==> config.mk <==
export PLATFORM = sky130hd
export DESIGN_NAME = wb_top
export DESIGN_NICKNAME = d
export VERILOG_FILES = /design/src/wb_pkg.sv /design/src/wb_top.sv /design/src/reg_file.sv /design/src/exec_units.sv /design/src/wb_mode_ctrl.sv /design/src/write_back.sv /design/src/id_order_stack.sv
export VERILOG_INCLUDE_DIRS = /design/src
export SDC_FILE = /design/constraint.sdc
export NUM_CORES = 2
export LEC_CHECK = 0
export BUFFER_PORTS_ARGS = -buffer_cell sky130_fd_sc_hd__buf_4
export CAP_MARGIN = 15
export CORE_MARGIN = 4
export CORE_UTILIZATION = 30
export CTS_BUF_LIST = sky130_fd_sc_hd__clkbuf_4 sky130_fd_sc_hd__clkbuf_8 sky130_fd_sc_hd__clkbuf_16
export DETAILED_ROUTE_END_ITERATION = 10
export PLACE_DENSITY = 0.45
export SETUP_SLACK_MARGIN = 0.05
export SYNTH_ARGS = -nofsm -noshare
export SYNTH_HDL_FRONTEND = slang
export SYNTH_SLANG_ARGS = --single-unit
==> constraint.sdc <==
create_clock -name clk -period 20.1 [get_ports clk]
set_input_delay 4.02 -clock clk [delete_from_list [all_inputs] [get_ports clk]]
set_output_delay 4.02 -clock clk [all_outputs]
set_load 0.02 [all_outputs]
==> src/wb_settings.svh <==
/*
 * Global sizes of the write-back subsystem
 * WB_ID_W must equal clog2 of WB_INFLIGHT
 * WB_MUL_STAGES must be at least 1
 */
`ifndef WB_SETTINGS_SVH
`define WB_SETTINGS_SVH

// Data word width
`define WB_XLEN       32
// Instruction IDs in flight and their width
`define WB_INFLIGHT   4
`define WB_ID_W       2
// Architectural registers
`define WB_NUM_REGS   32
// Multiplier latency in stages
`define WB_MUL_STAGES 3

`endif
==> src/wb_pkg.sv <==
/*
 * Shared types of the write-back subsystem
 * Widths follow the macros of the settings header
 */
`include "wb_settings.svh"

package wb_pkg;

    // Tag carried by every issued instruction
    typedef logic [`WB_ID_W-1:0] instruction_id_t;

    // Destination register address
    typedef logic [$clog2(`WB_NUM_REGS)-1:0] reg_addr_t;

    // Execution unit select
    typedef enum logic {
        UNIT_ALU = 1'b0,
        UNIT_MUL = 1'b1
    } unit_t;

    // Operation codes, OP_MUL only meaningful on the multiplier
    typedef enum logic [2:0] {
        OP_ADD = 3'd0,
        OP_SUB = 3'd1,
        OP_AND = 3'd2,
        OP_OR  = 3'd3,
        OP_XOR = 3'd4,
        OP_MUL = 3'd5
    } alu_op_t;

    // Per-ID bookkeeping held by write-back until retirement
    typedef struct packed {
        unit_t     unit;
        reg_addr_t rd_addr;
        logic      rd_nzero;
    } inflight_packet_t;

endpackage

==> src/wb_top.sv <==
/*
 * Write-back subsystem top level
 * issue is a one-cycle strobe, allowed only while id_available is high
 * cfg_write takes effect once queue_empty is high
 */
`include "wb_settings.svh"

module wb_top (
    input  logic                    clk,
    input  logic                    rst,
    input  logic                    issue,
    input  wb_pkg::unit_t           issue_unit,
    input  wb_pkg::alu_op_t         issue_op,
    input  wb_pkg::reg_addr_t       issue_rd,
    input  logic [`WB_XLEN-1:0]     issue_a,
    input  logic [`WB_XLEN-1:0]     issue_b,
    input  logic                    cfg_write,
    input  logic                    cfg_inorder,
    input  wb_pkg::reg_addr_t       rd_addr,
    output logic                    id_available,
    output wb_pkg::instruction_id_t issue_id,
    output logic                    queue_empty,
    output wb_pkg::instruction_id_t oldest_id,
    output logic                    inorder,
    output logic                    wb_valid,
    output wb_pkg::instruction_id_t wb_id,
    output wb_pkg::reg_addr_t       wb_rd,
    output logic [`WB_XLEN-1:0]     wb_data,
    output logic [`WB_XLEN-1:0]     rd_data
);
    import wb_pkg::*;

    instruction_id_t         ordering [`WB_INFLIGHT];
    instruction_id_t         retire_id;
    inflight_packet_t        issue_packet;
    logic                    retire;
    logic                    wb_nzero;
    logic [`WB_INFLIGHT-1:0] alu_done;
    logic [`WB_INFLIGHT-1:0] mul_done;
    logic [`WB_XLEN-1:0]     alu_result;
    logic [`WB_XLEN-1:0]     mul_result;

    // Bookkeeping for the packet table
    assign issue_packet.unit     = issue_unit;
    assign issue_packet.rd_addr  = issue_rd;
    assign issue_packet.rd_nzero = |issue_rd;

    wb_mode_ctrl u_mode (
        .clk(clk), .rst(rst), .cfg_write(cfg_write), .cfg_inorder(cfg_inorder),
        .queue_empty(queue_empty), .inorder(inorder)
    );

    id_order_stack u_stack (
        .clk(clk), .rst(rst), .issue(issue), .retire(retire), .retire_id(retire_id),
        .ordering(ordering), .next_id(issue_id), .id_available(id_available),
        .empty(queue_empty)
    );

    // Units read results by the ID being written back
    exec_units u_units (
        .clk(clk), .rst(rst), .issue(issue), .issue_unit(issue_unit),
        .issue_op(issue_op), .issue_id(issue_id), .issue_a(issue_a),
        .issue_b(issue_b), .retire_id(wb_id), .alu_done(alu_done),
        .mul_done(mul_done), .alu_result(alu_result), .mul_result(mul_result)
    );

    write_back u_wb (
        .clk(clk), .rst(rst), .inorder(inorder), .issue(issue), .issue_id(issue_id),
        .issue_packet(issue_packet), .ordering(ordering), .alu_done(alu_done),
        .mul_done(mul_done), .alu_result(alu_result), .mul_result(mul_result),
        .retire(retire), .retire_id(retire_id), .oldest_id(oldest_id),
        .wb_valid(wb_valid), .wb_id(wb_id), .wb_rd(wb_rd), .wb_nzero(wb_nzero),
        .wb_data(wb_data)
    );

    reg_file u_rf (
        .clk(clk), .rst(rst), .wb_valid(wb_valid), .wb_nzero(wb_nzero),
        .wb_rd(wb_rd), .wb_data(wb_data), .rd_addr(rd_addr), .rd_data(rd_data)
    );

endmodule

==> src/reg_file.sv <==
/*
 * Register file with one write and one combinational read port
 * Register zero reads as zero and ignores writes
 */
`include "wb_settings.svh"

module reg_file (
    input  logic                clk,
    input  logic                rst,
    input  logic                wb_valid,
    input  logic                wb_nzero,
    input  wb_pkg::reg_addr_t   wb_rd,
    input  logic [`WB_XLEN-1:0] wb_data,
    input  wb_pkg::reg_addr_t   rd_addr,
    output logic [`WB_XLEN-1:0] rd_data
);
    logic [`WB_XLEN-1:0] regs [`WB_NUM_REGS];

    always_ff @(posedge clk) begin
        if (rst) begin
            for (int i = 0; i < `WB_NUM_REGS; i++)
                regs[i] <= '0;
        end else if (wb_valid && wb_nzero) begin
            regs[wb_rd] <= wb_data;
        end
    end

    // Zero register forced on the read side as well
    assign rd_data = (rd_addr == '0) ? '0 : regs[rd_addr];

endmodule

==> src/exec_units.sv <==
/*
 * Single-cycle ALU and pipelined multiplier
 * Results are held per ID and read by the write-back ID
 * The multiplier keeps the low word of the product
 */
`include "wb_settings.svh"

module exec_units (
    input  logic                    clk,
    input  logic                    rst,
    input  logic                    issue,
    input  wb_pkg::unit_t           issue_unit,
    input  wb_pkg::alu_op_t         issue_op,
    input  wb_pkg::instruction_id_t issue_id,
    input  logic [`WB_XLEN-1:0]     issue_a,
    input  logic [`WB_XLEN-1:0]     issue_b,
    input  wb_pkg::instruction_id_t retire_id,
    output logic [`WB_INFLIGHT-1:0] alu_done,
    output logic [`WB_INFLIGHT-1:0] mul_done,
    output logic [`WB_XLEN-1:0]     alu_result,
    output logic [`WB_XLEN-1:0]     mul_result
);
    import wb_pkg::*;

    localparam int LAST = `WB_MUL_STAGES - 1;

    logic [`WB_XLEN-1:0] alu_value;
    logic [`WB_XLEN-1:0] alu_res_r [`WB_INFLIGHT];
    logic [`WB_XLEN-1:0] mul_res_r [`WB_INFLIGHT];

    // Multiplier pipeline, the ID travels with each item
    logic                mul_valid [`WB_MUL_STAGES];
    instruction_id_t     mul_id [`WB_MUL_STAGES];
    logic [`WB_XLEN-1:0] mul_prod [`WB_MUL_STAGES];

    ////////////////////////////////////////////////////////////////////////////
    // ALU
    always_comb begin
        case (issue_op)
            OP_ADD:  alu_value = issue_a + issue_b;
            OP_SUB:  alu_value = issue_a - issue_b;
            OP_AND:  alu_value = issue_a & issue_b;
            OP_OR:   alu_value = issue_a | issue_b;
            OP_XOR:  alu_value = issue_a ^ issue_b;
            default: alu_value = '0;
        endcase
    end

    always_ff @(posedge clk) begin
        alu_done <= '0;
        if (issue && issue_unit == UNIT_ALU) begin
            alu_done[issue_id]  <= 1'b1;
            alu_res_r[issue_id] <= alu_value;
        end
        if (rst)
            alu_done <= '0;
    end

    ////////////////////////////////////////////////////////////////////////////
    // Multiplier
    always_ff @(posedge clk) begin
        mul_valid[0] <= issue && (issue_unit == UNIT_MUL);
        mul_id[0]    <= issue_id;
        mul_prod[0]  <= issue_a * issue_b;
        for (int s = 1; s < `WB_MUL_STAGES; s++) begin
            mul_valid[s] <= mul_valid[s - 1];
            mul_id[s]    <= mul_id[s - 1];
            mul_prod[s]  <= mul_prod[s - 1];
        end
        // Hold the result once it leaves the pipe
        if (mul_valid[LAST])
            mul_res_r[mul_id[LAST]] <= mul_prod[LAST];
        if (rst) begin
            for (int s = 0; s < `WB_MUL_STAGES; s++)
                mul_valid[s] <= 1'b0;
        end
    end

    always_comb begin
        mul_done = '0;
        mul_done[mul_id[LAST]] = mul_valid[LAST];
    end

    assign alu_result = alu_res_r[retire_id];
    assign mul_result = mul_res_r[retire_id];

endmodule

==> src/wb_mode_ctrl.sv <==
/*
 * In-order mode register, set after reset
 * A written mode waits until the in-flight queue is empty
 */
module wb_mode_ctrl (
    input  logic clk,
    input  logic rst,
    input  logic cfg_write,
    input  logic cfg_inorder,
    input  logic queue_empty,
    output logic inorder
);
    logic pending;
    logic pending_valid;
    logic req_valid;
    logic req_value;

    // Fresh write wins over an older pending one
    assign req_valid = cfg_write | pending_valid;
    assign req_value = cfg_write ? cfg_inorder : pending;

    always_ff @(posedge clk) begin
        if (rst) begin
            inorder       <= 1'b1;
            pending_valid <= 1'b0;
        end else if (req_valid && queue_empty) begin
            // Nothing in flight so nothing can be reordered
            inorder       <= req_value;
            pending_valid <= 1'b0;
        end else if (cfg_write) begin
            pending_valid <= 1'b1;
        end
        if (cfg_write)
            pending <= cfg_inorder;
    end

endmodule

==> src/write_back.sv <==
/*
 * Retires at most one instruction per cycle
 * In-order mode waits on the oldest ID, out-of-order takes the oldest done
 * Unit results must stay valid for an ID until its wb_valid cycle ends
 */
`include "wb_settings.svh"

module write_back (
    input  logic                     clk,
    input  logic                     rst,
    input  logic                     inorder,
    input  logic                     issue,
    input  wb_pkg::instruction_id_t  issue_id,
    input  wb_pkg::inflight_packet_t issue_packet,
    input  wb_pkg::instruction_id_t  ordering [`WB_INFLIGHT],
    input  logic [`WB_INFLIGHT-1:0]  alu_done,
    input  logic [`WB_INFLIGHT-1:0]  mul_done,
    input  logic [`WB_XLEN-1:0]      alu_result,
    input  logic [`WB_XLEN-1:0]      mul_result,
    output logic                     retire,
    output wb_pkg::instruction_id_t  retire_id,
    output wb_pkg::instruction_id_t  oldest_id,
    output logic                     wb_valid,
    output wb_pkg::instruction_id_t  wb_id,
    output wb_pkg::reg_addr_t        wb_rd,
    output logic                     wb_nzero,
    output logic [`WB_XLEN-1:0]      wb_data
);
    import wb_pkg::*;

    localparam int TOP = `WB_INFLIGHT - 1;

    // Unit, destination and nonzero flag of each in-flight ID
    inflight_packet_t packet_table [`WB_INFLIGHT];
    inflight_packet_t retired_packet;

    logic [`WB_INFLIGHT-1:0] id_done;
    logic [`WB_INFLIGHT-1:0] id_done_r;
    logic [`WB_INFLIGHT-1:0] id_done_ordered;
    logic [`WB_INFLIGHT-1:0] retired_last_cycle;
    logic                    retire_r;
    instruction_id_t         retire_id_r;
    instruction_id_t         sel_id;

    always_ff @(posedge clk) begin
        if (issue)
            packet_table[issue_id] <= issue_packet;
    end

    ////////////////////////////////////////////////////////////////////////////
    // Pending-done tracking
    always_comb begin
        retired_last_cycle = '0;
        retired_last_cycle[retire_id_r] = retire_r;
    end

    // Done bits stay set until the cycle after their retirement
    assign id_done = (id_done_r & ~retired_last_cycle) | alu_done | mul_done;

    always_ff @(posedge clk) begin
        if (rst)
            id_done_r <= '0;
        else
            id_done_r <= id_done;
    end

    ////////////////////////////////////////////////////////////////////////////
    // Retire selection
    always_comb begin
        for (int i = 0; i < `WB_INFLIGHT; i++)
            id_done_ordered[i] = id_done[ordering[i]];
        sel_id = ordering[TOP];
        // Highest done position is the oldest done
        if (!inorder) begin
            for (int i = 0; i < `WB_INFLIGHT; i++) begin
                if (id_done_ordered[i])
                    sel_id = ordering[i];
            end
        end
    end

    assign retire    = inorder ? id_done_ordered[TOP] : |id_done;
    assign retire_id = sel_id;
    assign oldest_id = ordering[TOP];

    always_ff @(posedge clk) begin
        if (rst)
            retire_r <= 1'b0;
        else
            retire_r <= retire;
        retire_id_r <= retire_id;
    end

    ////////////////////////////////////////////////////////////////////////////
    // Register file write port, one cycle after the decision
    assign retired_packet = packet_table[retire_id_r];
    assign wb_valid = retire_r;
    assign wb_id    = retire_id_r;
    assign wb_rd    = retired_packet.rd_addr;
    assign wb_nzero = retired_packet.rd_nzero;
    assign wb_data  = (retired_packet.unit == UNIT_MUL) ? mul_result : alu_result;

endmodule

==> src/id_order_stack.sv <==
/*
 * Age-ordered stack of instruction IDs
 * issue must only be raised while id_available is high
 * retire_id must name an ID that is in flight
 */
`include "wb_settings.svh"

module id_order_stack (
    input  logic                    clk,
    input  logic                    rst,
    input  logic                    issue,
    input  logic                    retire,
    input  wb_pkg::instruction_id_t retire_id,
    output wb_pkg::instruction_id_t ordering [`WB_INFLIGHT],
    output wb_pkg::instruction_id_t next_id,
    output logic                    id_available,
    output logic                    empty
);
    import wb_pkg::*;

    localparam int TOP   = `WB_INFLIGHT - 1;
    localparam int CNT_W = $clog2(`WB_INFLIGHT + 1);

    // Position 0 is the next free ID, position TOP the oldest in flight
    instruction_id_t order_r [`WB_INFLIGHT];
    instruction_id_t order_nxt [`WB_INFLIGHT];
    logic [CNT_W-1:0] count_r;
    logic [CNT_W-1:0] count_nxt;

    ////////////////////////////////////////////////////////////////////////////
    // Next ordering, issue applied first so a same-cycle retire
    // cannot hand its ID out again before it lands in the free region
    always_comb begin
        int free_top;
        logic found;
        order_nxt = order_r;
        count_nxt = count_r;
        free_top = TOP - int'(count_r);
        found = 1'b0;
        if (issue) begin
            // Free entries below the new ID slide down by one
            for (int i = 0; i < TOP; i++) begin
                if (i < free_top)
                    order_nxt[i] = order_nxt[i + 1];
            end
            // New ID sits just under the youngest in flight
            order_nxt[free_top] = order_r[0];
            count_nxt = count_nxt + 1'b1;
        end
        if (retire) begin
            // Entries below the retired ID move up, older ones stay put
            for (int i = TOP; i > 0; i--) begin
                if (order_nxt[i] == retire_id)
                    found = 1'b1;
                if (found)
                    order_nxt[i] = order_nxt[i - 1];
            end
            order_nxt[0] = retire_id;
            count_nxt = count_nxt - 1'b1;
        end
    end

    always_ff @(posedge clk) begin
        if (rst) begin
            count_r <= '0;
            for (int i = 0; i < `WB_INFLIGHT; i++)
                order_r[i] <= instruction_id_t'(i);
        end else begin
            count_r <= count_nxt;
            order_r <= order_nxt;
        end
    end

    assign ordering     = order_r;
    assign next_id      = order_r[0];
    assign id_available = (count_r != CNT_W'(`WB_INFLIGHT));
    assign empty        = (count_r == '0);

endmodule

## Word-level counts from Yosys, hierarchy flattened

Memories as Yosys holds them, arrays and structs flattened. A register that Yosys moved wholly into a read port is not among the register bits.
Cells that the tools add are included.

| word-level totals | value |
|---|---|
| RAM bits | 1413 |
| latch bits | 0 |
| word-level logic and storage cells | 142 |
| bits of input ports | 83 |
| output and inout port bits | 79 |
| memories | 7 |
| bits in registers | 25 |
| ROM bits | 0 |

| operators by class | value |
|---|---|
| order comparisons | 14 |
| shifts and indexed selects | 0 |
| div/mod/pow operators | 0 |
| reductions and logical operators | 16 |
| mux-type cells | 63 |
| add/sub/neg operators | 5 |
| eq/ne operators | 8 |
| bitwise operators | 16 |
| multiply operators | 1 |

Memory list:

| name | depth | bits a word | read ports | clocked after Yosys merged registers in | wr ports | RTL line | RTL |
|---|---|---|---|---|---|---|---|
| u_rf.regs | 32 | 32 | 1 | 0 | 32 | reg_file.sv:17 | `` logic [`WB_XLEN-1:0] regs [`WB_NUM_REGS]; `` |
| u_units.alu_res_r | 4 | 32 | 1 | 1 | 1 | exec_units.sv:28 | `` logic [`WB_XLEN-1:0] alu_res_r [`WB_INFLIGHT]; `` |
| u_units.mul_res_r | 4 | 32 | 1 | 1 | 1 | exec_units.sv:29 | `` logic [`WB_XLEN-1:0] mul_res_r [`WB_INFLIGHT]; `` |
| u_units.mul_prod | 3 | 32 | 3 | 0 | 3 | exec_units.sv:34 | `` logic [`WB_XLEN-1:0] mul_prod [`WB_MUL_STAGES]; `` |
| u_wb.packet_table | 4 | 7 | 1 | 1 | 1 | write_back.sv:34 | `` inflight_packet_t packet_table [`WB_INFLIGHT]; `` |
| u_units.mul_id | 3 | 2 | 3 | 0 | 3 | exec_units.sv:33 | `` instruction_id_t mul_id [`WB_MUL_STAGES]; `` |
| 1 more memories | -- | -- | -- | -- | -- | -- |  |

Operators by type and width:

| kind | count |
|---|---|
| $pmux 32 s5 | 1 |
| $mux 32 | 3 |
| $add 32x32->32 | 1 |
| $and 32x32->32 | 1 |
| $ge 32x3->1 const B | 1 |
| $lt 1x32->1 const A | 1 |
| $lt 2x32->1 const A | 1 |
| $lt 3x32->1 const A | 1 |
| $lt 32x1->1 const B | 1 |
| $mul 32x32->32 | 1 |
| $not 32->32 | 1 |
| $or 32x32->32 | 1 |
| $reduce_or 32->1 | 1 |
| $sub 32x32->32 | 1 |
| $xor 32x32->32 | 1 |
| $mux 1 | 30 |
| $mux 2 | 15 |
| $lt 2x3->1 const B | 6 |
| $mux 8 | 2 |
| $and 4x4->4 | 3 |
| $bmux 1 s2 | 4 |
| $bwmux 8 | 1 |
| $logic_and 1x1->1 | 8 |
| $or 4x4->4 | 2 |
| 22 further kinds | 35 |

## Longest topological paths before layout

| depth | value |
|---|---|
| depth after elaboration | 25 |
| mapped depth | 29 |
| gate-level depth less buffers | 28 |

## Modules after synthesis

Synthesis repeated with hierarchy kept, for this count alone.

| second synthesis, totals | value |
|---|---|
| cell total of the unflattened synthesis | 6041 |
| area total of the unflattened synthesis | 80433.4 um^2 |

By module, submodules not included:

| module | sequential area each (um^2) | area an instance (um^2) | instances | cells an instance |
|---|---|---|---|---|
| reg_file | 30749.5 | 46888.7 | 1 | 2987 |
| exec_units | 9869.5 | 30449.2 | 1 | 2795 |
| write_back | 980.9 | 2021.9 | 1 | 137 |
| id_order_stack | 220.2 | 955.9 | 1 | 110 |
| wb_mode_ctrl | 60.1 | 105.1 | 1 | 9 |
| wb_top | 0.0 | 12.5 | 1 | 3 |

## Worst setup path after synthesis

OpenSTA, ideal clock, no wires.

| timing | value |
|---|---|
| path kind | in2reg |
| start | input issue_b[3] |
| end | memory u_units.mul_prod[0][31] in the netlist's numbering |
| stages on the path | 26 |
| buffers on the path | 2 |
| path slack | 9.147 ns |
| library setup time | 0.121 ns |
| data required time | 19.979 ns |
| arrival time | 10.831 ns |
| cells stage by stage | inv_1 -> clkbuf_1 -> buf_1 -> nor2_1 -> fa_1 -> inv_1 -> fa_1 -> fa_1 -> fa_1 -> fa_1 -> fa_1 -> inv_1 -> fa_1 -> inv_1 -> fa_1 -> inv_1 -> ha_1 -> and4_1 -> and3_1 -> a21oi_1 -> a211oi_1 -> o41ai_1 -> o211a_1 -> nand2_1 -> a31oi_1 -> xnor2_1 |

RTL lines:

| what | RTL line | RTL |
|---|---|---|
| from (decl) | wb_top.sv:16 | `` input logic [`WB_XLEN-1:0] issue_b, `` |
| to (decl) | exec_units.sv:34 |  |

## Worst setup path in the final report

| timing | value |
|---|---|
| start | input rd_addr[0] |
| end | output rd_data[31] |

| between the ends | value |
|---|---|
| cells in the longest elaborated chain, start to end | 2 |
| elaborated cells between the ends (all ways) | 3 |
| classes of those cells | 1 x mux; 1 x reduce/logical; 1 x memory |

RTL lines:

| what | RTL line | RTL |
|---|---|---|
| from (decl) | wb_top.sv:19 | `input wb_pkg::reg_addr_t rd_addr,` |
| $mem_v2 32x32 / $logic_not 5->1 (equally long branches) | -- |  |
| $mux 32 (*) | reg_file.sv:29 | `assign rd_data = (rd_addr == '0) ? '0 : regs[rd_addr];` |
| to (decl) | wb_top.sv:29 | `` output logic [`WB_XLEN-1:0] rd_data `` |

Mark *: on every way between the ends. The rest lies on a longest branch, timed or not.

==> impl_metrics.tcl <==
set metrics [dict create \
    grt_overflow 0 \
    drc 0 \
    crit_path_start_kind "input pin" \
    antenna_left 0 \
    synth_fp_nets 6583 \
    relSlewSlack_pct 17.3 \
    yosys_register_bits 1438 \
    multi_input_area_um2 32300 \
    cts-root-buf "clkbuf_16" \
    fin_crit_ps 12050 \
    grt_util_all_layers_pct 18.6 \
    cts_num_sinks 1438 \
    synth_area_um2 77100 \
    antenna_found_initial 3 \
    holdCritPathClass "flop to flop" \
    tightest_slew_ps 1230 \
    start_util_pct 30.2 \
    fillers 25000 \
    worstPathRequired_ps 16080 \
    final_cells 9404 \
    drv_cap 0 \
    htreeDepth 4 \
    cts_made_buffers 152 \
    finalCritPeriodShare_pct 59.9 \
    p_leak_nw 34.2 \
    synth_edf_count 1308 \
    hold_buffers 0 \
    coreArea_um2 255000 \
    drtIter0Drc 4260 \
    ys_async_sr_fraction_pct 0 \
    crit_start "rd_addr[0]" \
    dp_hpwl_mm 156 \
    top_usage_layer "met2" \
    fmax_ghz 0.0830 \
    yosys_warnings 0 \
    finalHoldViolCount 0 \
    synth_ff_type "edfxtp_1" \
    grt_setup_unrepaired "false" \
    power_density_nw_per_um2 167 \
    use_met2_pct 31.2 \
    io_pins 162 \
    drv_slew 0 \
    power_mw 14.7 \
    worst-path-max-fanout 63 \
    grt_pass1_wl_mm 359 \
    setup_violations 0 \
    dp.cells 9125 \
    ff_latch_area_um2 41900 \
    criticalPathCategory "input pin to primary output" \
    fin_setup_tns_ps 0 \
    grt_max_degree 130 \
    ctsLongestPathBuffers 3 \
    clock_skew_ps 32.4 \
    clock_latency_ps 790 \
    gp_congestion 0.886 \
    via_count 46700 \
    cp-end-kind "primary output" \
    synthCells 5865 \
    first_global_vias 49100 \
    fp.dieH_um 515 \
    min-delay-start "u_units.mul_prod[0][48]" \
    met1_usage_pct 25.3 \
    cts_tree "yes" \
    num_rows 185 \
    port_buffers 161 \
    area_growth_pct 13.6 \
    cts.reportedPaths.clkPinSlew_ps 60 \
    routedWlPerCell_um 26.3 \
    status "finished, final reports clean" \
    postRouteWirelength_mm 247 \
    cts_resized 0 \
    drive_above_1_share_pct 17.7 \
    fp.dieW_um 515 \
    syn_area_per_cell_um2 13.2 \
    post_cts_buffers 0 \
    irDropWorstVdd_v 0.000677 \
    ys_seq_area_share_pct 54.3 \
    final_nets 6633 \
    drt-vias-per-instance 4.96 \
    arrival_ps 8030 \
    yosys.cell_types.count 77 \
    dieArea_um2 265000 \
    drt_pass1_iterations 6 \
    r2r-start "u_wb.wb_id[0]" \
    grtUsageMet3_pct 2.45 \
]
routing by layer:
| metal | wire length, um | vias to the layer above | share of wire (%) |
|---|---|---|---|
| met5 | 0 | - | 0 |
| met4 | 6300 | 0 | 2.6 |
| met3 | 13300 | 315 | 5.4 |
| met2 | 121000 | 1522 | 49 |
| met1 | 106000 | 24500 | 43 |
| li1 | - | 20300 | - |
kinds of logic after synthesis:
logic type / Yosys count / synth area share, %
and+or+nand+nor: 1913 / 9.85
DFF: 1438 / 54.3
buffers and inverters: 957 / 4.69
adders and majority gates: 635 / 14.3
muxes: 497 / 12.8
AOI/OAI and AO/OA: 275 / 2.34
xor gates and xnor gates: 150 / 1.71
where the power goes:
part | switching (mW) | total (mW) | internal, mW
clock network | 1.18 | 2.76 | 1.58
logic | 4.79 | 8.12 | 3.33
registers | 0.124 | 3.77 | 3.65
total | 6.10 | 14.7 | 8.56
cell usage in the layout, fill, tap and decap left out, types with 14 or more instances in the layout:
cell,instances
nand2b_1,17
edfxtp_1,1308
nand2_2,27
clkbuf_4,36
clkinv_2,24
a31oi_1,16
buf_4,299
a22oi_1,16
mux4_2,391
fa_1,409
a21oi_1,61
nor2_1,1391
nand2b_2,32
xnor2_1,117
nor2b_1,14
clkbuf_16,158
a21o_1,24
dfxtp_1,128
mux2i_1,69
xor2_1,32
o21ai_0,73
a211oi_1,18
mux2i_4,32
inv_1,527
nand2_1,326
nor3_1,20
clkinv_1,50
ha_1,226
nand3_1,19
path summary, 6_finish.rpt:
path / to / slack, ps / cells after the start
setup / recovery: rd_data[31] / 8050 / 8
hold / removal: u_units.mul_prod[0][80] / 320 / 0
setup reg to reg: u_rf.regs[1][14] / 15860 / 10
hold reg to reg: u_units.mul_prod[0][80] / 320 / 0
cell usage after synthesis, drive strengths merged, types with 7 or more instances:
| master | number | area share [%] |
|---|---|---|
| a211oi | 22 | 0.24 |
| a21o | 24 | 0.23 |
| a21oi | 61 | 0.40 |
| a22oi | 16 | 0.16 |
| a31oi | 16 | 0.13 |
| and3 | 9 | 0.073 |
| buf | 57 | 0.31 |
| clkbuf | 353 | 1.7 |
| clkinv | 18 | 0.088 |
| dfxtp | 130 | 3.4 |
| edfxtp | 1308 | 51 |
| fa | 409 | 11 |
| ha | 226 | 3.7 |
| inv | 529 | 2.6 |
| mux2i | 101 | 1.3 |
| mux4 | 393 | 11 |
| nand2 | 353 | 1.7 |
| nand2b | 49 | 0.40 |
| nand3 | 21 | 0.16 |
| nand4 | 7 | 0.057 |
| nor2 | 1395 | 6.8 |
| nor2b | 14 | 0.11 |
| nor3 | 21 | 0.14 |
| nor3b | 10 | 0.097 |
| o21a | 7 | 0.068 |
| o21ai | 74 | 0.48 |
| o31ai | 7 | 0.092 |
| or2 | 8 | 0.065 |
| xnor2 | 117 | 1.3 |
| xor2 | 33 | 0.38 |
registers in the layout (all words and copies together) (netlist names), 2 cells and up:
signal	flops
u_rf.regs	1024
u_units.alu_res_r	128
u_units.mul_res_r	128
u_units.mul_prod	96
u_wb.packet_table	28
u_stack.ordering	6
u_units.mul_id	6
u_units.alu_done	4
u_wb.id_done_r	4
u_stack.count_r	3
u_units.mul_valid	3
u_stack.next_id	2
u_wb.wb_id	2
stage by stage:
| step | setup slack (ps) | hold WS [ps] | instance area [um^2] | util (%) |
|---|---|---|---|---|
| 5_1_grt | 7650 | 330 | 87700 | 34.4 |
| 2_1_floorplan | 9150 | 310 | 77100 | - |
| 3_5_place_dp | 7880 | 312 | 82700 | 32.4 |
| 6_report | 8050 | 325 | 87700 | 34.4 |
| 3_3_place_gp | 7880 | 311 | 82700 | 32.4 |
| 4_1_cts | 7900 | 325 | 87600 | 34.4 |
worst max-delay path: stages:
cell     delay (ps)
buf_8           570
buf_4           800
buf_4           800
mux4_2          610
mux4_2          550
mux2i_1         190
nor2_1          130
buf_4           200
cell type report:
type / count / share of cell area [%]
flip-flops and latches: 1438 / 47.8
multi-input cells: 3470 / 36.8
clock buffers: 198 / 4.89
well taps: 3366 / 4.80
repair buffers: 306 / 2.67
inverters: 547 / 2.34
clock inverters: 77 / 0.717
diodes: 2 / 0.00571
Note: power is estimated with default switching activity, not from simulation.
